## config.mk

```make
export PLATFORM = sky130hd
export DESIGN_NAME = dbg_or1k_module
export DESIGN_NICKNAME = d
export VERILOG_FILES = /design/src/dbg_or1k_pkg.sv /design/src/dbg_or1k_module.sv /design/src/dbg_or1k_fsm.sv /design/src/dbg_or1k_datapath.sv /design/src/dbg_or1k_biu.sv /design/src/dbg_or1k_status_reg.sv /design/src/dbg_or1k_crc32.sv
export SDC_FILE = /design/constraint.sdc
export NUM_CORES = 1
export LEC_CHECK = 0
export BUFFER_PORTS_ARGS = -buffer_cell sky130_fd_sc_hd__buf_4
export CORE_UTILIZATION = 34
export DETAILED_ROUTE_END_ITERATION = 6
export PLACE_DENSITY = 0.57
export SLEW_MARGIN = 20
export SYNTH_ARGS = -nofsm -noshare
export SYNTH_HDL_FRONTEND = slang
export SYNTH_SLANG_ARGS = --single-unit
```

## constraint.sdc

```tcl
create_clock -name tck_i -period 3.7 [get_ports tck_i]
set_clock_uncertainty 0.2 [all_clocks]
set_input_delay 0.185 -clock tck_i [delete_from_list [all_inputs] [get_ports tck_i]]
set_output_delay 0.185 -clock tck_i [all_outputs]
set_load 0.1 [all_outputs]
```

## src/dbg_or1k_pkg.sv

```systemverilog
// OR1K debug module package
// Opcodes, data register fields, widths, FSM states and the structs
// shared by the control path, datapath and SPR bus unit
`default_nettype none

package dbg_or1k_pkg;

  //////////////////////////////
  // Widths
  localparam int DR_WIDTH        = 53;  // TAP data register
  localparam int WORD_WIDTH      = 32;
  localparam int ADDR_WIDTH      = 32;
  localparam int COUNT_WIDTH     = 16;
  localparam int OP_WIDTH        = 4;
  localparam int REGSEL_WIDTH    = 1;
  localparam int BIT_COUNT_WIDTH = 6;   // Must reach WORD_WIDTH

  typedef logic [WORD_WIDTH-1:0]   dbg_word_t;
  typedef logic [ADDR_WIDTH-1:0]   dbg_addr_t;
  typedef logic [COUNT_WIDTH-1:0]  dbg_count_t;
  typedef logic [OP_WIDTH-1:0]     dbg_op_t;

  //////////////////////////////
  // Commands and fields
  localparam dbg_op_t CMD_BWRITE32 = 4'd3;
  localparam dbg_op_t CMD_BREAD32  = 4'd7;
  localparam dbg_op_t CMD_IREG_WR  = 4'd9;
  localparam dbg_op_t CMD_IREG_SEL = 4'd13;

  localparam logic [REGSEL_WIDTH-1:0] INTREG_STATUS = '0;

  localparam int CMD_FLAG_BIT = 52;      // Low for a module command
  localparam int OP_MSB       = 51;
  localparam int OP_LSB       = 48;
  localparam int ADDR_MSB     = 47;
  localparam int ADDR_LSB     = 16;
  localparam int COUNT_MSB    = 15;
  localparam int COUNT_LSB    = 0;
  localparam int REGSEL_BIT   = 47;
  localparam int STWR_MSB     = 46;      // Status write data
  localparam int STWR_LSB     = 45;

  typedef enum logic [3:0] {
    IDLE, RBEGIN, RREADY, RSTATUS, RBURST, RCRC,
    WREADY, WWAIT, WBURST, WCRC, WMATCH
  } dbg_state_e;

  typedef enum logic [1:0] {
    TDO_READY, TDO_DATA, TDO_MATCH, TDO_CRC
  } tdo_sel_e;

  // Datapath enables from the FSM
  typedef struct packed {
    logic     addr_ld;
    logic     addr_inc;
    logic     op_ld;
    logic     bit_clr;
    logic     bit_step;
    logic     word_ld;
    logic     word_dec;
    logic     out_ld;
    logic     out_shift;
    logic     out_intreg;  // Output reg loads internal register data
    logic     regsel_ld;
    logic     crc_clr;
    logic     crc_en;
    logic     crc_tdi;     // CRC fed from TDI, else from TDO data
    logic     crc_shift;
    tdo_sel_e tdo_sel;
  } dbg_ctrl_t;

  typedef struct packed {
    logic word_zero;
    logic word_last;  // Count is one
    logic bit_max;    // Bit 31 of a word
    logic bit_32;
  } dbg_stat_t;

  typedef struct packed {
    dbg_addr_t addr;
    dbg_word_t data;
    logic      stb;
    logic      we;
  } spr_req_t;

endpackage

`default_nettype wire
```

## src/dbg_or1k_module.sv

```systemverilog
// OR1K CPU debug module, top level
// Connects the control FSM, datapath, SPR bus unit and status register
`default_nettype none

module dbg_or1k_module import dbg_or1k_pkg::*; (
  input  wire logic                tck_i,
  input  wire logic                rst_i,
  input  wire logic                tdi_i,
  input  wire logic                capture_dr_i,
  input  wire logic                shift_dr_i,
  input  wire logic                update_dr_i,
  input  wire logic                module_select_i,
  input  wire logic [DR_WIDTH-1:0] data_register_i,
  output logic                     module_tdo_o,
  output logic                     top_inhibit_o,
  output spr_req_t                 spr_req_o,
  input  wire dbg_word_t           cpu_data_i,
  input  wire logic                cpu_ack_i,
  input  wire logic                cpu_bp_i,
  output logic                     cpu_stall_o,
  output logic                     cpu_rst_o
);

  dbg_ctrl_t  ctrl;
  dbg_stat_t  stat;
  dbg_word_t  biu_rdata;
  dbg_addr_t  biu_addr;
  logic       biu_rdy;
  logic       biu_strobe;
  logic       rd_op;
  logic       status_we;
  logic [1:0] status;

  //////////////////////////////
  // Control path
  dbg_or1k_fsm i_fsm (
    .tck_i           (tck_i),
    .rst_i           (rst_i),
    .module_select_i (module_select_i),
    .capture_dr_i    (capture_dr_i),
    .shift_dr_i      (shift_dr_i),
    .update_dr_i     (update_dr_i),
    .data_register_i (data_register_i),
    .stat_i          (stat),
    .biu_rdy_i       (biu_rdy),
    .ctrl_o          (ctrl),
    .biu_strobe_o    (biu_strobe),
    .status_we_o     (status_we),
    .top_inhibit_o   (top_inhibit_o)
  );

  dbg_or1k_datapath i_datapath (
    .tck_i           (tck_i),
    .rst_i           (rst_i),
    .tdi_i           (tdi_i),
    .data_register_i (data_register_i),
    .ctrl_i          (ctrl),
    .stat_o          (stat),
    .biu_data_i      (biu_rdata),
    .biu_rdy_i       (biu_rdy),
    .addr_o          (biu_addr),
    .rd_op_o         (rd_op),
    .status_i        (status),
    .module_tdo_o    (module_tdo_o)
  );

  // Write word is TDI plus the top of the data register, one bit ahead
  dbg_or1k_biu i_biu (
    .tck_i      (tck_i),
    .rst_i      (rst_i),
    .strobe_i   (biu_strobe),
    .rd_wrn_i   (rd_op),
    .addr_i     (biu_addr),
    .data_i     ({tdi_i, data_register_i[CMD_FLAG_BIT -: WORD_WIDTH-1]}),
    .data_o     (biu_rdata),
    .rdy_o      (biu_rdy),
    .spr_req_o  (spr_req_o),
    .cpu_data_i (cpu_data_i),
    .cpu_ack_i  (cpu_ack_i)
  );

  dbg_or1k_status_reg i_status_reg (
    .tck_i       (tck_i),
    .rst_i       (rst_i),
    .we_i        (status_we),
    .data_i      (data_register_i[STWR_MSB:STWR_LSB]),
    .bp_i        (cpu_bp_i),
    .ctrl_o      (status),
    .cpu_stall_o (cpu_stall_o),
    .cpu_rst_o   (cpu_rst_o)
  );

endmodule

`default_nettype wire

```

## src/dbg_or1k_fsm.sv

```systemverilog
// Control FSM of the OR1K debug module
// Decodes module commands and sequences high-speed read and write bursts,
// internal register select/write and capture
`default_nettype none

module dbg_or1k_fsm import dbg_or1k_pkg::*; (
  input  wire logic                tck_i,
  input  wire logic                rst_i,
  input  wire logic                module_select_i,
  input  wire logic                capture_dr_i,
  input  wire logic                shift_dr_i,
  input  wire logic                update_dr_i,
  input  wire logic [DR_WIDTH-1:0] data_register_i,
  input  wire dbg_stat_t           stat_i,
  input  wire logic                biu_rdy_i,
  output dbg_ctrl_t                ctrl_o,
  output logic                     biu_strobe_o,
  output logic                     status_we_o,
  output logic                     top_inhibit_o
);

  dbg_state_e state_q;
  dbg_state_e state_d;
  dbg_op_t    op_in;
  logic       module_cmd;  // Command flag low
  logic       upd_cmd;     // Module command on update
  logic       burst_cmd;
  logic       intreg_cmd;
  logic       load_word;   // Read burst takes the next BIU word

  assign op_in      = data_register_i[OP_MSB:OP_LSB];
  assign module_cmd = ~data_register_i[CMD_FLAG_BIT];
  assign upd_cmd    = module_select_i & update_dr_i & module_cmd;
  assign burst_cmd  = (op_in == CMD_BWRITE32) || (op_in == CMD_BREAD32);
  assign intreg_cmd = (op_in == CMD_IREG_WR) || (op_in == CMD_IREG_SEL);

  always_ff @(posedge tck_i or posedge rst_i) begin
    if (rst_i) begin
      state_q <= IDLE;
    end else begin
      state_q <= state_d;
    end
  end

  //////////////////////////////
  // Next state and datapath enables
  always_comb begin
    state_d        = state_q;
    ctrl_o         = '0;
    ctrl_o.tdo_sel = TDO_DATA;
    biu_strobe_o   = 1'b0;
    status_we_o    = 1'b0;
    top_inhibit_o  = 1'b0;
    load_word      = 1'b0;

    case (state_q)
      IDLE: begin
        ctrl_o.out_shift  = module_select_i & shift_dr_i;    // Internal reg readout
        ctrl_o.out_ld     = module_select_i & capture_dr_i;
        ctrl_o.out_intreg = 1'b1;
        ctrl_o.regsel_ld  = upd_cmd & intreg_cmd;
        status_we_o       = upd_cmd && (op_in == CMD_IREG_WR) &&
                            (data_register_i[REGSEL_BIT -: REGSEL_WIDTH] == INTREG_STATUS);
        if (upd_cmd && burst_cmd) begin
          state_d        = (op_in == CMD_BREAD32) ? RBEGIN : WREADY;
          ctrl_o.addr_ld = 1'b1;
          ctrl_o.op_ld   = 1'b1;
          ctrl_o.bit_clr = 1'b1;
          ctrl_o.word_ld = 1'b1;
          ctrl_o.crc_clr = 1'b1;
        end
      end
      RBEGIN: begin
        if (stat_i.word_zero) begin
          state_d = IDLE;  // Empty burst
        end else begin
          state_d         = RREADY;
          biu_strobe_o    = 1'b1;  // First read
          ctrl_o.addr_inc = 1'b1;
        end
      end
      RREADY: begin
        if (update_dr_i) state_d = IDLE;
        else if (module_select_i && capture_dr_i) state_d = RSTATUS;
      end
      RSTATUS: begin
        ctrl_o.tdo_sel = TDO_READY;
        top_inhibit_o  = 1'b1;
        if (update_dr_i) begin
          state_d = IDLE;
        end else if (biu_rdy_i) begin
          state_d   = RBURST;
          load_word = 1'b1;
        end
      end
      RBURST: begin
        ctrl_o.out_shift = 1'b1;
        ctrl_o.bit_step  = 1'b1;
        ctrl_o.crc_en    = 1'b1;  // CRC over TDO data
        top_inhibit_o    = 1'b1;
        if (update_dr_i) begin
          state_d = IDLE;
        end else if (stat_i.bit_max) begin
          if (stat_i.word_zero) state_d = RCRC;
          else load_word = 1'b1;  // No gap between words
        end
      end
      RCRC: begin
        ctrl_o.tdo_sel   = TDO_CRC;
        ctrl_o.crc_shift = 1'b1;
        top_inhibit_o    = 1'b1;
        if (update_dr_i) state_d = IDLE;
      end
      WREADY: begin
        if (stat_i.word_zero || update_dr_i) state_d = IDLE;
        else if (module_select_i && capture_dr_i) state_d = WWAIT;
      end
      WWAIT: begin
        top_inhibit_o = 1'b1;
        if (update_dr_i) begin
          state_d = IDLE;
        end else if (module_select_i && data_register_i[CMD_FLAG_BIT]) begin
          state_d         = WBURST;  // Start bit seen, TDI holds bit 0
          ctrl_o.bit_step = 1'b1;
          ctrl_o.word_dec = 1'b1;
          ctrl_o.crc_en   = 1'b1;
          ctrl_o.crc_tdi  = 1'b1;
        end
      end
      WBURST: begin
        ctrl_o.bit_step = 1'b1;
        ctrl_o.crc_en   = 1'b1;
        ctrl_o.crc_tdi  = 1'b1;
        top_inhibit_o   = 1'b1;
        if (update_dr_i) begin
          state_d = IDLE;
        end else if (stat_i.bit_max) begin
          ctrl_o.bit_clr  = 1'b1;
          ctrl_o.addr_inc = 1'b1;
          biu_strobe_o    = 1'b1;  // Word complete with TDI as bit 31
          if (stat_i.word_zero) state_d = WCRC;
          else ctrl_o.word_dec = 1'b1;
        end
      end
      WCRC: begin
        ctrl_o.bit_step = 1'b1;
        top_inhibit_o   = 1'b1;
        if (update_dr_i) begin
          state_d = IDLE;
        end else if (stat_i.bit_32) begin
          state_d        = WMATCH;
          ctrl_o.tdo_sel = TDO_MATCH;  // Host reads the match bit now
        end
      end
      WMATCH: begin
        ctrl_o.tdo_sel = TDO_MATCH;
        top_inhibit_o  = 1'b1;
        if (update_dr_i) state_d = IDLE;
      end
      default: state_d = IDLE;
    endcase

    // Load the next read word and strobe the one after it
    if (load_word) begin
      ctrl_o.out_ld   = 1'b1;
      ctrl_o.bit_clr  = 1'b1;
      ctrl_o.word_dec = 1'b1;
      if (!stat_i.word_last) begin
        biu_strobe_o    = 1'b1;
        ctrl_o.addr_inc = 1'b1;
      end
    end
  end

  a_state_legal: assert property (@(posedge tck_i) disable iff (rst_i)
    state_q inside {IDLE, RBEGIN, RREADY, RSTATUS, RBURST, RCRC,
                    WREADY, WWAIT, WBURST, WCRC, WMATCH});

endmodule

`default_nettype wire

```

## src/dbg_or1k_datapath.sv

```systemverilog
// Datapath of the OR1K debug module
// Address, word and bit counters, opcode latch, register select,
// output shift register, CRC and the TDO mux
`default_nettype none

module dbg_or1k_datapath import dbg_or1k_pkg::*; (
  input  wire logic                tck_i,
  input  wire logic                rst_i,
  input  wire logic                tdi_i,
  input  wire logic [DR_WIDTH-1:0] data_register_i,
  input  wire dbg_ctrl_t           ctrl_i,
  output dbg_stat_t                stat_o,
  input  wire dbg_word_t           biu_data_i,
  input  wire logic                biu_rdy_i,
  output dbg_addr_t                addr_o,
  output logic                     rd_op_o,
  input  wire logic [1:0]          status_i,
  output logic                     module_tdo_o
);

  dbg_addr_t                   addr_q;       // Next SPR address
  dbg_count_t                  word_q;       // Words left in the burst
  logic [BIT_COUNT_WIDTH-1:0]  bit_q;
  dbg_op_t                     op_q;
  logic [REGSEL_WIDTH-1:0]     regsel_q;
  dbg_word_t                   out_q;        // Parallel-load output shift register
  dbg_word_t                   intreg_data;
  dbg_word_t                   crc;
  logic                        crc_serial;
  logic                        crc_match;

  //////////////////////////////
  // Counters and latches
  always_ff @(posedge tck_i or posedge rst_i) begin
    if (rst_i) begin
      addr_q   <= '0;
      word_q   <= '0;
      bit_q    <= '0;
      op_q     <= '0;
      regsel_q <= '0;
    end else begin
      if (ctrl_i.addr_ld) begin
        addr_q <= data_register_i[ADDR_MSB:ADDR_LSB];
      end else if (ctrl_i.addr_inc) begin
        addr_q <= addr_q + 1'b1;  // SPRs are word addressed
      end
      if (ctrl_i.word_ld) begin
        word_q <= data_register_i[COUNT_MSB:COUNT_LSB];
      end else if (ctrl_i.word_dec) begin
        word_q <= word_q - 1'b1;
      end
      if (ctrl_i.bit_clr) begin
        bit_q <= '0;
      end else if (ctrl_i.bit_step) begin
        bit_q <= bit_q + 1'b1;
      end
      if (ctrl_i.op_ld) op_q <= data_register_i[OP_MSB:OP_LSB];
      if (ctrl_i.regsel_ld) regsel_q <= data_register_i[REGSEL_BIT -: REGSEL_WIDTH];
    end
  end

  assign stat_o = '{
    word_zero: (word_q == '0),
    word_last: (word_q == COUNT_WIDTH'(1)),
    bit_max:   (bit_q == BIT_COUNT_WIDTH'(WORD_WIDTH - 1)),
    bit_32:    (bit_q == BIT_COUNT_WIDTH'(WORD_WIDTH))
  };

  assign addr_o  = addr_q;
  assign rd_op_o = (op_q == CMD_BREAD32);  // Else a write burst

  // Internal register read mux
  always_comb begin
    case (regsel_q)
      INTREG_STATUS: intreg_data = {{(WORD_WIDTH-2){1'b0}}, status_i};
      default:       intreg_data = '0;
    endcase
  end

  // Output shift register, LSB goes out first
  always_ff @(posedge tck_i) begin
    if (ctrl_i.out_ld) begin
      out_q <= ctrl_i.out_intreg ? intreg_data : biu_data_i;
    end else if (ctrl_i.out_shift) begin
      out_q <= {1'b0, out_q[WORD_WIDTH-1:1]};
    end
  end

  //////////////////////////////
  // CRC over write data from TDI or read data on TDO
  dbg_or1k_crc32 i_crc32 (
    .tck_i    (tck_i),
    .rst_i    (rst_i),
    .clr_i    (ctrl_i.crc_clr),
    .en_i     (ctrl_i.crc_en),
    .shift_i  (ctrl_i.crc_shift),
    .data_i   (ctrl_i.crc_tdi ? tdi_i : out_q[0]),
    .crc_o    (crc),
    .serial_o (crc_serial)
  );

  // Host CRC sits in the top 32 bits of the data register
  assign crc_match = (data_register_i[CMD_FLAG_BIT -: WORD_WIDTH] == crc);

  always_comb begin
    case (ctrl_i.tdo_sel)
      TDO_READY: module_tdo_o = biu_rdy_i;
      TDO_DATA:  module_tdo_o = out_q[0];
      TDO_MATCH: module_tdo_o = crc_match;
      default:   module_tdo_o = crc_serial;
    endcase
  end

endmodule

`default_nettype wire

```

## src/dbg_or1k_biu.sv

```systemverilog
// SPR bus interface unit
// Latches one transfer on strobe and runs the stb/ack handshake,
// holding read data until the next transfer
`default_nettype none

module dbg_or1k_biu import dbg_or1k_pkg::*; (
  input  wire logic      tck_i,
  input  wire logic      rst_i,
  input  wire logic      strobe_i,   // Start a transfer
  input  wire logic      rd_wrn_i,   // 1 = read
  input  wire dbg_addr_t addr_i,
  input  wire dbg_word_t data_i,
  output dbg_word_t      data_o,
  output logic           rdy_o,
  output spr_req_t       spr_req_o,
  input  wire dbg_word_t cpu_data_i,
  input  wire logic      cpu_ack_i
);

  logic      stb_q;
  logic      we_q;
  dbg_addr_t addr_q;
  dbg_word_t wdata_q;
  dbg_word_t rdata_q;

  //////////////////////////////
  // Handshake control
  always_ff @(posedge tck_i or posedge rst_i) begin
    if (rst_i) begin
      stb_q <= 1'b0;
      we_q  <= 1'b0;
    end else if (strobe_i) begin
      stb_q <= 1'b1;
      we_q  <= ~rd_wrn_i;
    end else if (stb_q && cpu_ack_i) begin
      stb_q <= 1'b0;  // Drop in the cycle after ack
      we_q  <= 1'b0;
    end
  end

  // Transfer payload
  always_ff @(posedge tck_i) begin
    if (strobe_i) begin
      addr_q  <= addr_i;
      wdata_q <= data_i;
    end
    if (stb_q && cpu_ack_i && !we_q) begin
      rdata_q <= cpu_data_i;  // Captured in the ack cycle
    end
  end

  assign rdy_o     = ~stb_q;
  assign data_o    = rdata_q;
  assign spr_req_o = '{addr: addr_q, data: wdata_q, stb: stb_q, we: we_q};

  //////////////////////////////
  // Checks

  // A strobe from the FSM must find the previous transfer acked
  a_no_strobe_busy: assert property (@(posedge tck_i) disable iff (rst_i)
    strobe_i |-> rdy_o);

  // Request held steady until the CPU acks
  a_req_stable: assert property (@(posedge tck_i) disable iff (rst_i)
    stb_q && !cpu_ack_i |=> stb_q && $stable(addr_q) && $stable(wdata_q) && $stable(we_q));

endmodule

`default_nettype wire

```

## src/dbg_or1k_status_reg.sv

```systemverilog
// CPU control register of the debug module
// Bit 0 stalls the CPU, bit 1 resets it; a breakpoint sets the stall bit
`default_nettype none

module dbg_or1k_status_reg (
  input  wire logic       tck_i,
  input  wire logic       rst_i,
  input  wire logic       we_i,
  input  wire logic [1:0] data_i,
  input  wire logic       bp_i,       // Breakpoint hit
  output logic      [1:0] ctrl_o,
  output logic            cpu_stall_o,
  output logic            cpu_rst_o
);

  logic [1:0] ctrl_q;
  logic [1:0] ctrl_d;

  always_comb begin
    ctrl_d = we_i ? data_i : ctrl_q;
    if (bp_i) begin
      ctrl_d[0] = 1'b1;  // Breakpoint wins over a write
    end
  end

  always_ff @(posedge tck_i or posedge rst_i) begin
    if (rst_i) begin
      ctrl_q <= '0;
    end else begin
      ctrl_q <= ctrl_d;
    end
  end

  assign ctrl_o      = ctrl_q;
  assign cpu_stall_o = ctrl_q[0];
  assign cpu_rst_o   = ctrl_q[1];

endmodule

`default_nettype wire

```

## src/dbg_or1k_crc32.sv

```systemverilog
// Bit-serial reflected CRC-32 for debug bursts
// The CRC register also serves as its own output shift register
`default_nettype none

module dbg_or1k_crc32 import dbg_or1k_pkg::*; (
  input  wire logic      tck_i,
  input  wire logic      rst_i,
  input  wire logic      clr_i,     // Back to all ones
  input  wire logic      en_i,      // One data bit per cycle
  input  wire logic      shift_i,   // Shift result out on serial_o
  input  wire logic      data_i,
  output dbg_word_t      crc_o,
  output logic           serial_o
);

  localparam dbg_word_t POLY = 32'hedb88320;  // Reflected polynomial

  dbg_word_t crc_q;
  dbg_word_t crc_step;

  // Next value for one input bit
  assign crc_step = {1'b0, crc_q[WORD_WIDTH-1:1]} ^ ((crc_q[0] ^ data_i) ? POLY : '0);

  always_ff @(posedge tck_i or posedge rst_i) begin
    if (rst_i) begin
      crc_q <= '1;
    end else if (clr_i) begin
      crc_q <= '1;
    end else if (en_i) begin
      crc_q <= crc_step;
    end else if (shift_i) begin
      crc_q <= {1'b0, crc_q[WORD_WIDTH-1:1]};  // LSB goes out first
    end
  end

  assign crc_o    = crc_q;
  assign serial_o = crc_q[0];

endmodule

`default_nettype wire

```

==> impl_metrics.ini, run 1 <==
[logic_synthesis]
synth-edff-count = 128
ys_warn_count = 0
synth_nets = 975
synthTopCellsByCount = 128 x edfxtp_1, 83 x nand2_1, 67 x dfrtp_1, 62 x o21ai_0, 46 x a21oi_1
avgSynthCellArea_um2 = 11.8
synthFlopType = edfxtp_1
yosysTopAreaCell = edfxtp_1
yosysMostFrequentCell = edfxtp_1
async_flop_share_pct = 43.6
yosys_register_bits = 227
syn_area_mm2 = 0.0103
synth_cell_types = 69
synth.area.top_cells = edfxtp_1 37%, dfrtp_1 16%, dfstp_2 8.2%
ys_seq_area_share_pct = 61.7
synth_top_area_share_pct = 37.3
synthCells = 876

[sta]
finalSetupViolCount = 0
whs_ns = 0.0749
fin_crit_ns = 3.38
tightest_slew_ns = 0.805
fin_ws_ns = 0.324
setup-tns-final_ns = 0
rsz0062_at_grt = no
max_slew_margin_pct = 46.3
final_hold_viol_count = 0
finalCritPeriodShare_pct = 91.2
fmax_mhz = 296
finalMaxSlewViolations = 0

[floorplan]
coreArea_mm2 = 0.0297
die_x_um = 176
placementRows = 63
dieArea_mm2 = 0.0310
pin_count = 164
die_height_um = 176
initial_utilization_pct = 34.7

[setup_path]
crit_slowest_cell = and4b_1
crit_required_ns = 3.89
start_kind = flop
critPathMostFrequentCell = a21oi_1
r2r-end = i_biu.we_q
ff2ff_setup_slack_ns = 0.32
endpoint_kind = flop
critPathMaxFanout = 29
cp_cell_sequence = inv_1 > ha_1 > or3b_1 > and4b_1 > o21ai_1 > a21oi_4 > clkinv_2 > buf_4 > a21oi_1 > a21oi_1
criticalPathCategory = reg2reg
cp_top_family = simple AND/OR/NAND/NOR gates
critPathBufInv = 3
r2r-start = i_datapath.word_q[0]
cp_data_arrival_time_ns = 3.56
slowest_delay_ns = 0.54
ff2ff_path_depth = 10

[status]
status = finished, final reports clean

[grt]
grt_pass1_vias = 7691
grt_util_all_layers_pct = 18.0
grt_max_degree = 50
grt_antenna_before_repair = 0
grt_pass1_wl_mm = 43.8
overflow = 0

[final_layout]
area_delta_synth_final_pct = 32.7
fin_nets = 1229
utilization_pct = 46.0
drive_gt1_share_pct = 23.5
diodes = 0

[drt]
wl_per_cell_um = 18.1
num_vias = 8033
ant_nets = 0
drcViolationCount = 0
wirelength_mm = 27.9
dr.pass1.iters = 5
viasPerCell = 5.22
drtIter0Drc = 484

[power_and_ir_drop]
cellLeakagePower_nw = 5.57
vdd_drop_max_mv = 0.454
powerDensity_mw_per_mm2 = 784

[clock_network]
post_cts_buffers = 0
clkTransAtPathRegs_ns = 0.06
post_cts_resized = 0
cts.root.buffer_cell = clkbuf_16
cts_buffers = 25
clock_latency_ns = 0.52
cts_tree = done
h-tree-depth = 1
cts_hold_buf = 92
cts_buffer_depth = 3
clkSinkCount = 227

[hold_path]
hp-start = update_dr_i
hold_depth = 3
whs_endpoint = i_fsm.state_q[3]
min_path_type = in2reg

[placed_design]
place_hpwl_mm = 18.6
io_buffers = 163
dp_slack_ns = 0.297
finalWeightedCongestion = 0.894

[flow_run]
drv_cap = 0
==> kinds of logic after synthesis <==
| group | share of synthesized area [%] |
|---|---|
| compound gates | 16.4 |
| xor+xnor | 4.08 |
| fa+ha+maj | 0.607 |
| buf+inv | 3.06 |
| flops | 61.7 |
| mux | 0.825 |
| simple gates | 13.3 |
==> how the worst max path moves through the flow <==
stage | slack [ns] | depth (start not counted) | to | from
after floorplan | 0.12 | 5 | top_inhibit_o | i_fsm.state_q[0]
after global placement | 0.40 | 10 | i_biu.we_q | i_datapath.word_q[0]
after detailed placement | 0.30 | 10 | i_biu.we_q | i_datapath.word_q[0]
after CTS | 0.29 | 10 | i_biu.we_q | i_datapath.word_q[1]
after global routing | 0.08 | 9 | i_datapath.addr_o[30] | i_datapath.word_q[0]
final | 0.32 | 10 | i_biu.we_q | i_datapath.word_q[0]
==> report_power, final <==
group	switching (mW)	internal (mW)
sequential	0.543	3.75
clock	0.990	1.38
combinational	2.79	1.27
==> cell type report <==
type | count | area [um2]
flip-flops and latches | 227 | 6360
inverters | 22 | 86.3
clock buffers | 31 | 648
multi-input cells | 575 | 3660
well taps | 390 | 488
clock inverters | 14 | 116
repair buffers | 279 | 2320
fillers | 2679 | 16000
==> flip-flops by register name, summed over array words and instances, names as in the netlist <==
name                      cells
i_datapath.i_crc32.crc_o     32
i_biu.addr_q                 32
i_biu.stb_q                   1
i_datapath.regsel_q           1
i_biu.wdata_q                32
i_datapath.word_q            16
i_biu.we_q                    1
i_biu.data_o                 32
i_datapath.bit_q              6
i_datapath.out_q             32
i_fsm.state_q                 4
i_datapath.op_q               4
i_datapath.addr_o            32
i_status_reg.ctrl_o           2
==> through the flow <==
| stage | cell area [um2] | power (mW) | instances |
|---|---|---|---|
| 6_report | 13700 | 10.7 | 1538 |
| 5_1_grt | 13700 | 11.3 | 1538 |
| 4_1_cts | 13700 | 10.8 | 1538 |
| 3_5_place_dp | 12000 | 8.33 | 1401 |
| 3_3_place_gp | 12000 | 8.29 | 1401 |
| 2_1_floorplan | 10300 | 7.28 | 876 |
==> metal layers <==
metal / track usage [%] / wire [um] / vias to the layer above
li1: - / - / 3823
met1: 25.3 / 12700 / 3884
met2: 28.4 / 12600 / 281
met3: 3.10 / 1870 / 45
met4: 4.89 / 724 / 0
met5: 0 / 0 / -
==> tightest hold or removal path, cell delays in order <==
cell	delay [ns]
buf_4	0.16
nor2_1	0.21
a221o_1	0.19
==> cells in the final DEF (no fill, tap or decap), types with 20 or more instances in the layout <==
cell           instances
nand3_1               20
xor2_1                36
o21ai_0               62
nor4_1                22
clkbuf_16             25
a22o_1                33
nor2_1                38
dfstp_2               32
dfrtp_1               67
edfxtp_1             128
a21oi_1               46
nand2_1               83
buf_4                187
inv_1                 20
nor3_1                28
dlygate4sd3_1         92
Note: power is estimated with default switching activity, not from simulation.
==> inputs of run 2 (changes only) <==
- clock period: 3.7 -> 2.9 ns (I/O delays scaled with it)
==> run 2 against run 1 <==
Critical endpoint is now module_tdo_o. Worst hold slack worse by 0.056 ns. First-iteration DRC count is 10% lower. Routed wire length up 1.3%. Core utilization increased by 1.8 points. Worst setup slack worse by 0.30 ns. Cell count grew 2.3%. Clock power rose by 43%. Largest cell class unchanged. Sequential power rose by 27%. Sequential share of layout area decreased by 1.7 points. Register-to-register slack got worse by 0.16 ns. Critical path depth shrank 3. Power is 35% higher.
==> impl_metrics.ini, run 2 (same netlist as run 1, synthesis figures left out) <==
[hold_path]
min_path_type = in2async

[placed_design]
io_buffers = 163
placed_area_mm2 = 0.0123
place_hpwl_mm = 18.9
finalWeightedCongestion = 0.885
dp_cells = 1424
dp_slack_ns = 0.0207

[drt]
wirelength_mm = 28.3
drcViolationCount = 0
drtIter0Drc = 435
wl_per_cell_um = 18.0
ant_nets = 0
viasPerCell = 5.11
num_vias = 8035
dr.pass1.iters = 4

[floorplan]
die_height_um = 176
pin_count = 164
dieArea_mm2 = 0.0310
initial_utilization_pct = 34.7
die_x_um = 176
coreArea_mm2 = 0.0297
placementRows = 63

[clock_network]
h-tree-depth = 1
cts.root.buffer_cell = clkbuf_16
cts_buffers = 26
clkSinkCount = 227
clock_latency_ns = 0.53
clkTransAtPathRegs_ns = 0.06
cts_tree = done
cts_buffer_depth = 3

[final_layout]
nFillCells = 2637
area_delta_synth_final_pct = 37.9
layout.cells.most_common_list = 209 x buf_4, 128 x edfxtp_1, 94 x dlygate4sd3_1
diodes = 0
regArea_mm2 = 0.00636
fin_nets = 1262
instances_no_fill = 1573
final_area_mm2 = 0.0142
multi_input_area_mm2 = 0.00373
final_common_cell = buf_4
utilization_pct = 47.8
drive_gt1_share_pct = 26.8

[setup_path]
crit_slowest_cell = dfstp_2
cp_cell_sequence = xor2_1 > nor4_2 > nand4_1 > nor3_1 > a21oi_1 > mux2i_2 > buf_6
r2r-end = i_datapath.addr_o[17]
start_kind = flop
endpoint_kind = primary output
criticalPathCategory = reg2out
ff2ff_path_depth = 9
slowest_delay_ns = 0.55
ff2ff_setup_slack_ns = 0.16
cp_top_family = simple AND/OR/NAND/NOR gates
cp_data_arrival_time_ns = 2.53
r2r-start = i_fsm.state_q[1]
critPathBufInv = 1
critPathMaxFanout = 3
crit_required_ns = 2.56

[power_and_ir_drop]
vdd_drop_max_mv = 0.476
powerDensity_mw_per_mm2 = 1020
cellLeakagePower_nw = 5.82
p_total_mw = 14.5

[grt]
grt_pass1_wl_mm = 43.9
grt_pass1_vias = 7937
grt_max_degree = 68
overflow = 0
grt_util_all_layers_pct = 18.1
grt_antenna_before_repair = 0

[sta]
finalCritPeriodShare_pct = 99.3
finalMaxSlewViolations = 0
fin_crit_ns = 2.88
finalSetupViolCount = 0
setup-tns-final_ns = 0
max_slew_margin_pct = 59.4
fin_ws_ns = 0.0204
tightest_slew_ns = 0.601
rsz0062_at_grt = yes
final_hold_viol_count = 0
fmax_mhz = 347
whs_ns = 0.0186

[flow_run]
drv_cap = 0

[status]
status = finished, final reports clean
-- run 2: cell count changes in the layout (fill, tap and decap cells not counted), sizes merged --
cell / delta
buf: +30
clkinv: -7
inv: +1
bufinv: +2
clkbuf: +8
dlygate4sd3: +2
clkinvlp: -1
-- run 2: metal layers --
| layer | vias up | part of all wire, % | global-route usage [%] |
|---|---|---|---|
| li1 | 3889 | - | - |
| met1 | 3854 | 44 | 24.6 |
| met2 | 244 | 47 | 29.8 |
| met3 | 48 | 5.9 | 2.73 |
| met4 | 0 | 2.7 | 5.54 |
| met5 | - | 0 | 0 |
-- run 2: cell type report --
| type | count | area share [%] |
|---|---|---|
| clock buffer | 39 | 5.21 |
| clock inverter | 9 | 1.01 |
| inverter | 22 | 0.616 |
| multi-input combinational | 575 | 26.3 |
| sequential | 227 | 44.8 |
| tap | 390 | 3.43 |
| timing repair buffer | 311 | 18.7 |
-- run 2: timing repair --
action                     4_1_cts  5_1_grt
setup endpoints to repair        2      133
hold endpoints to repair       201        0
setup buffers                    2        5
resized for setup                6       13
pin swaps                        0        2
hold buffers                    94        0
gates cloned                     0        0
-- run 2: how the worst max path moves through the flow --
stage	cells past startpoint	slack (ns)	end	start
6_report	7	0.02	module_tdo_o	i_datapath.i_crc32.crc_o[28]
5_1_grt	7	-0.06	module_tdo_o	i_datapath.i_crc32.crc_o[16]
4_1_cts	10	-0.002	i_datapath.addr_o[4]	i_datapath.word_q[1]
3_5_place_dp	10	0.02	i_datapath.addr_o[4]	i_datapath.word_q[1]
3_3_place_gp	10	0.08	i_datapath.addr_o[4]	i_datapath.word_q[1]
2_1_floorplan	10	-0.008	i_datapath.out_q[0]	i_datapath.word_q[0]
-- run 2: worst register-to-register path, delay by kind of cell (launching register included) --
family                 cells  cell delay (ns)
AOI/OAI and AO/OA          4             1.02
buffers and inverters      3             0.60
DFF                        1             0.46
and+or+nand+nor            2             0.35
-- run 2: power by group --
group	internal (mW)	switching [mW]	leakage, nW
sequential	4.79	0.662	2.39
clock	2.11	1.28	0.431
combinational	1.92	3.72	3.00
total	8.82	5.66	5.82
==> inputs of run 3 (changes only) <==
- HOLD_SLACK_MARGIN: default -> 0.1
==> run 3 against run 2 <==
Critical path depth did not move. Die area did not move. Via count rose by 0.31%. Sequential cell count did not move. Sequential power barely moved. Critical endpoint unchanged. Largest cell class unchanged. Largest power group unchanged. Highest routed layer unchanged.
==> impl_metrics.ini, run 3 (same netlist as run 1, synthesis figures left out) <==
[clock_network]
cts_tree = done
cts.root.buffer_cell = clkbuf_16
cts_buffer_depth = 3
clkTransAtPathRegs_ns = 0.06
cts_buffers = 26
h-tree-depth = 1
clkSinkCount = 227
clock_latency_ns = 0.53

[sta]
finalCritPeriodShare_pct = 99.6
fmax_mhz = 346
finalMaxSlewViolations = 0
max_slew_margin_pct = 61.5
fin_ws_ns = 0.0106
rsz0062_at_grt = yes
final_hold_viol_count = 0
fin_crit_ns = 2.89
finalSetupViolCount = 0
tightest_slew_ns = 0.570

[final_layout]
final_common_cell = buf_4
regArea_mm2 = 0.00636
area_delta_synth_final_pct = 38.0
nFillCells = 2637
fin_nets = 1263
multi_input_area_mm2 = 0.00373
diodes = 0
layout.cells.most_common_list = 209 x buf_4, 128 x edfxtp_1, 95 x dlygate4sd3_1
final_area_mm2 = 0.0142
drive_gt1_share_pct = 26.8

[drt]
dr.pass1.iters = 4
viasPerCell = 5.12
ant_nets = 0
wirelength_mm = 28.3
wl_per_cell_um = 18.0
drtIter0Drc = 500
drcViolationCount = 0
num_vias = 8060

[placed_design]
placed_area_mm2 = 0.0123
dp_slack_ns = 0.0207
io_buffers = 163
finalWeightedCongestion = 0.885
place_hpwl_mm = 18.9

[power_and_ir_drop]
cellLeakagePower_nw = 5.82
power_frac_comb_pct = 38.9
clkPwrFrac_pct = 23.5
vdd_drop_max_mv = 0.476
power.switching_fraction_pct = 39.1
p_int_mw = 8.82
powerDensity_mw_per_mm2 = 1020
p_switching_mw = 5.66
seq_power_share_pct = 37.6

[floorplan]
dieArea_mm2 = 0.0310
die_x_um = 176
die_height_um = 176
placementRows = 63
initial_utilization_pct = 34.7
coreArea_mm2 = 0.0297
pin_count = 164

[grt]
grt_pass1_vias = 7943
grt_util_all_layers_pct = 18.1
grt_antenna_before_repair = 0
grt_max_degree = 68
grt_pass1_wl_mm = 43.9
overflow = 0

[status]
status = finished, final reports clean

[setup_path]
critPathMaxFanout = 3
criticalPathCategory = reg2out
crit_required_ns = 2.56
start_kind = flop
cp_data_arrival_time_ns = 2.54
endpoint_kind = primary output

[hold_path]
min_path_type = in2reg

[flow_run]
drv_cap = 0
==> run 3: routing by layer <==
layer  vias up  track usage [%]  wire [um]
li1       3893                -          -
met1      3868             24.6      12700
met2       253             29.8      13300
met3        46             2.73       1600
met4         0             5.54        743
met5         -                0          0
==> run 3: power by group through the flow <==
stage	logic [mW]	registers, mW	clock network [mW]
floorplan	2.65	6.69	0
global placement	5.29	5.50	0
detailed placement	5.37	5.49	0
CTS	5.53	5.45	3.48
global route	6.06	5.58	3.58
finish	5.63	5.45	3.40
==> run 3: worst max-delay path, cell delays in order, from the launching register on <==
cell	delay (ns)
dfstp_2	0.55
xor2_1	0.13
nor4_2	0.29
nand4_1	0.18
nor3_1	0.26
a21oi_1	0.08
mux2i_2	0.26
buf_6	0.27
==> run 3: area by class of cell <==
class                      count  area share (%)
sequential                   227            44.7
tap                          390            3.43
clock buffer                  39            5.21
inverter                      22           0.616
multi-input combinational    575            26.2
timing repair buffer         312            18.8
clock inverter                 9            1.01
==> run 3: metrics by stage <==
step	cells	power, mW	setup TNS (ns)	hold slack (ns)	util [%]
after global routing	1574	15.2	-0.0810	0.122	47.9
after global placement	1424	10.8	0	-0.00100	41.2
after floorplan	876	9.34	-0.267	0.0414	-
final	1574	14.5	0	0.132	47.9
after detailed placement	1424	10.9	0	-0.00371	41.2
after CTS	1569	14.5	-0.00218	0.110	47.6
==> run 3: worst paths after layout <==
check / from / to / depth (start not counted) / slack, ns
max: i_datapath.i_crc32.crc_o[28] / module_tdo_o / 7 / 0.01
min reg2reg: i_datapath.op_q[1] / i_datapath.op_q[1] / 1 / 0.26
max reg2reg: i_datapath.word_q[1] / i_datapath.word_q[0] / 10 / 0.16
min: cpu_data_i[30] / i_biu.data_o[30] / 2 / 0.13
max in group asynchronous: rst_i / i_datapath.i_crc32.crc_o[17] / 5 / 1.12
min in group asynchronous: rst_i / i_fsm.state_q[3] / 4 / 0.60
==> run 3: timing repair <==
action,4_1_cts,5_1_grt
setup buffers,2,5
hold buffers,95,0
gates cloned,0,0
gates resized for setup,6,13
endpoints found under the setup margin,2,133
endpoints found under the hold margin,209,0
pin swaps,0,2
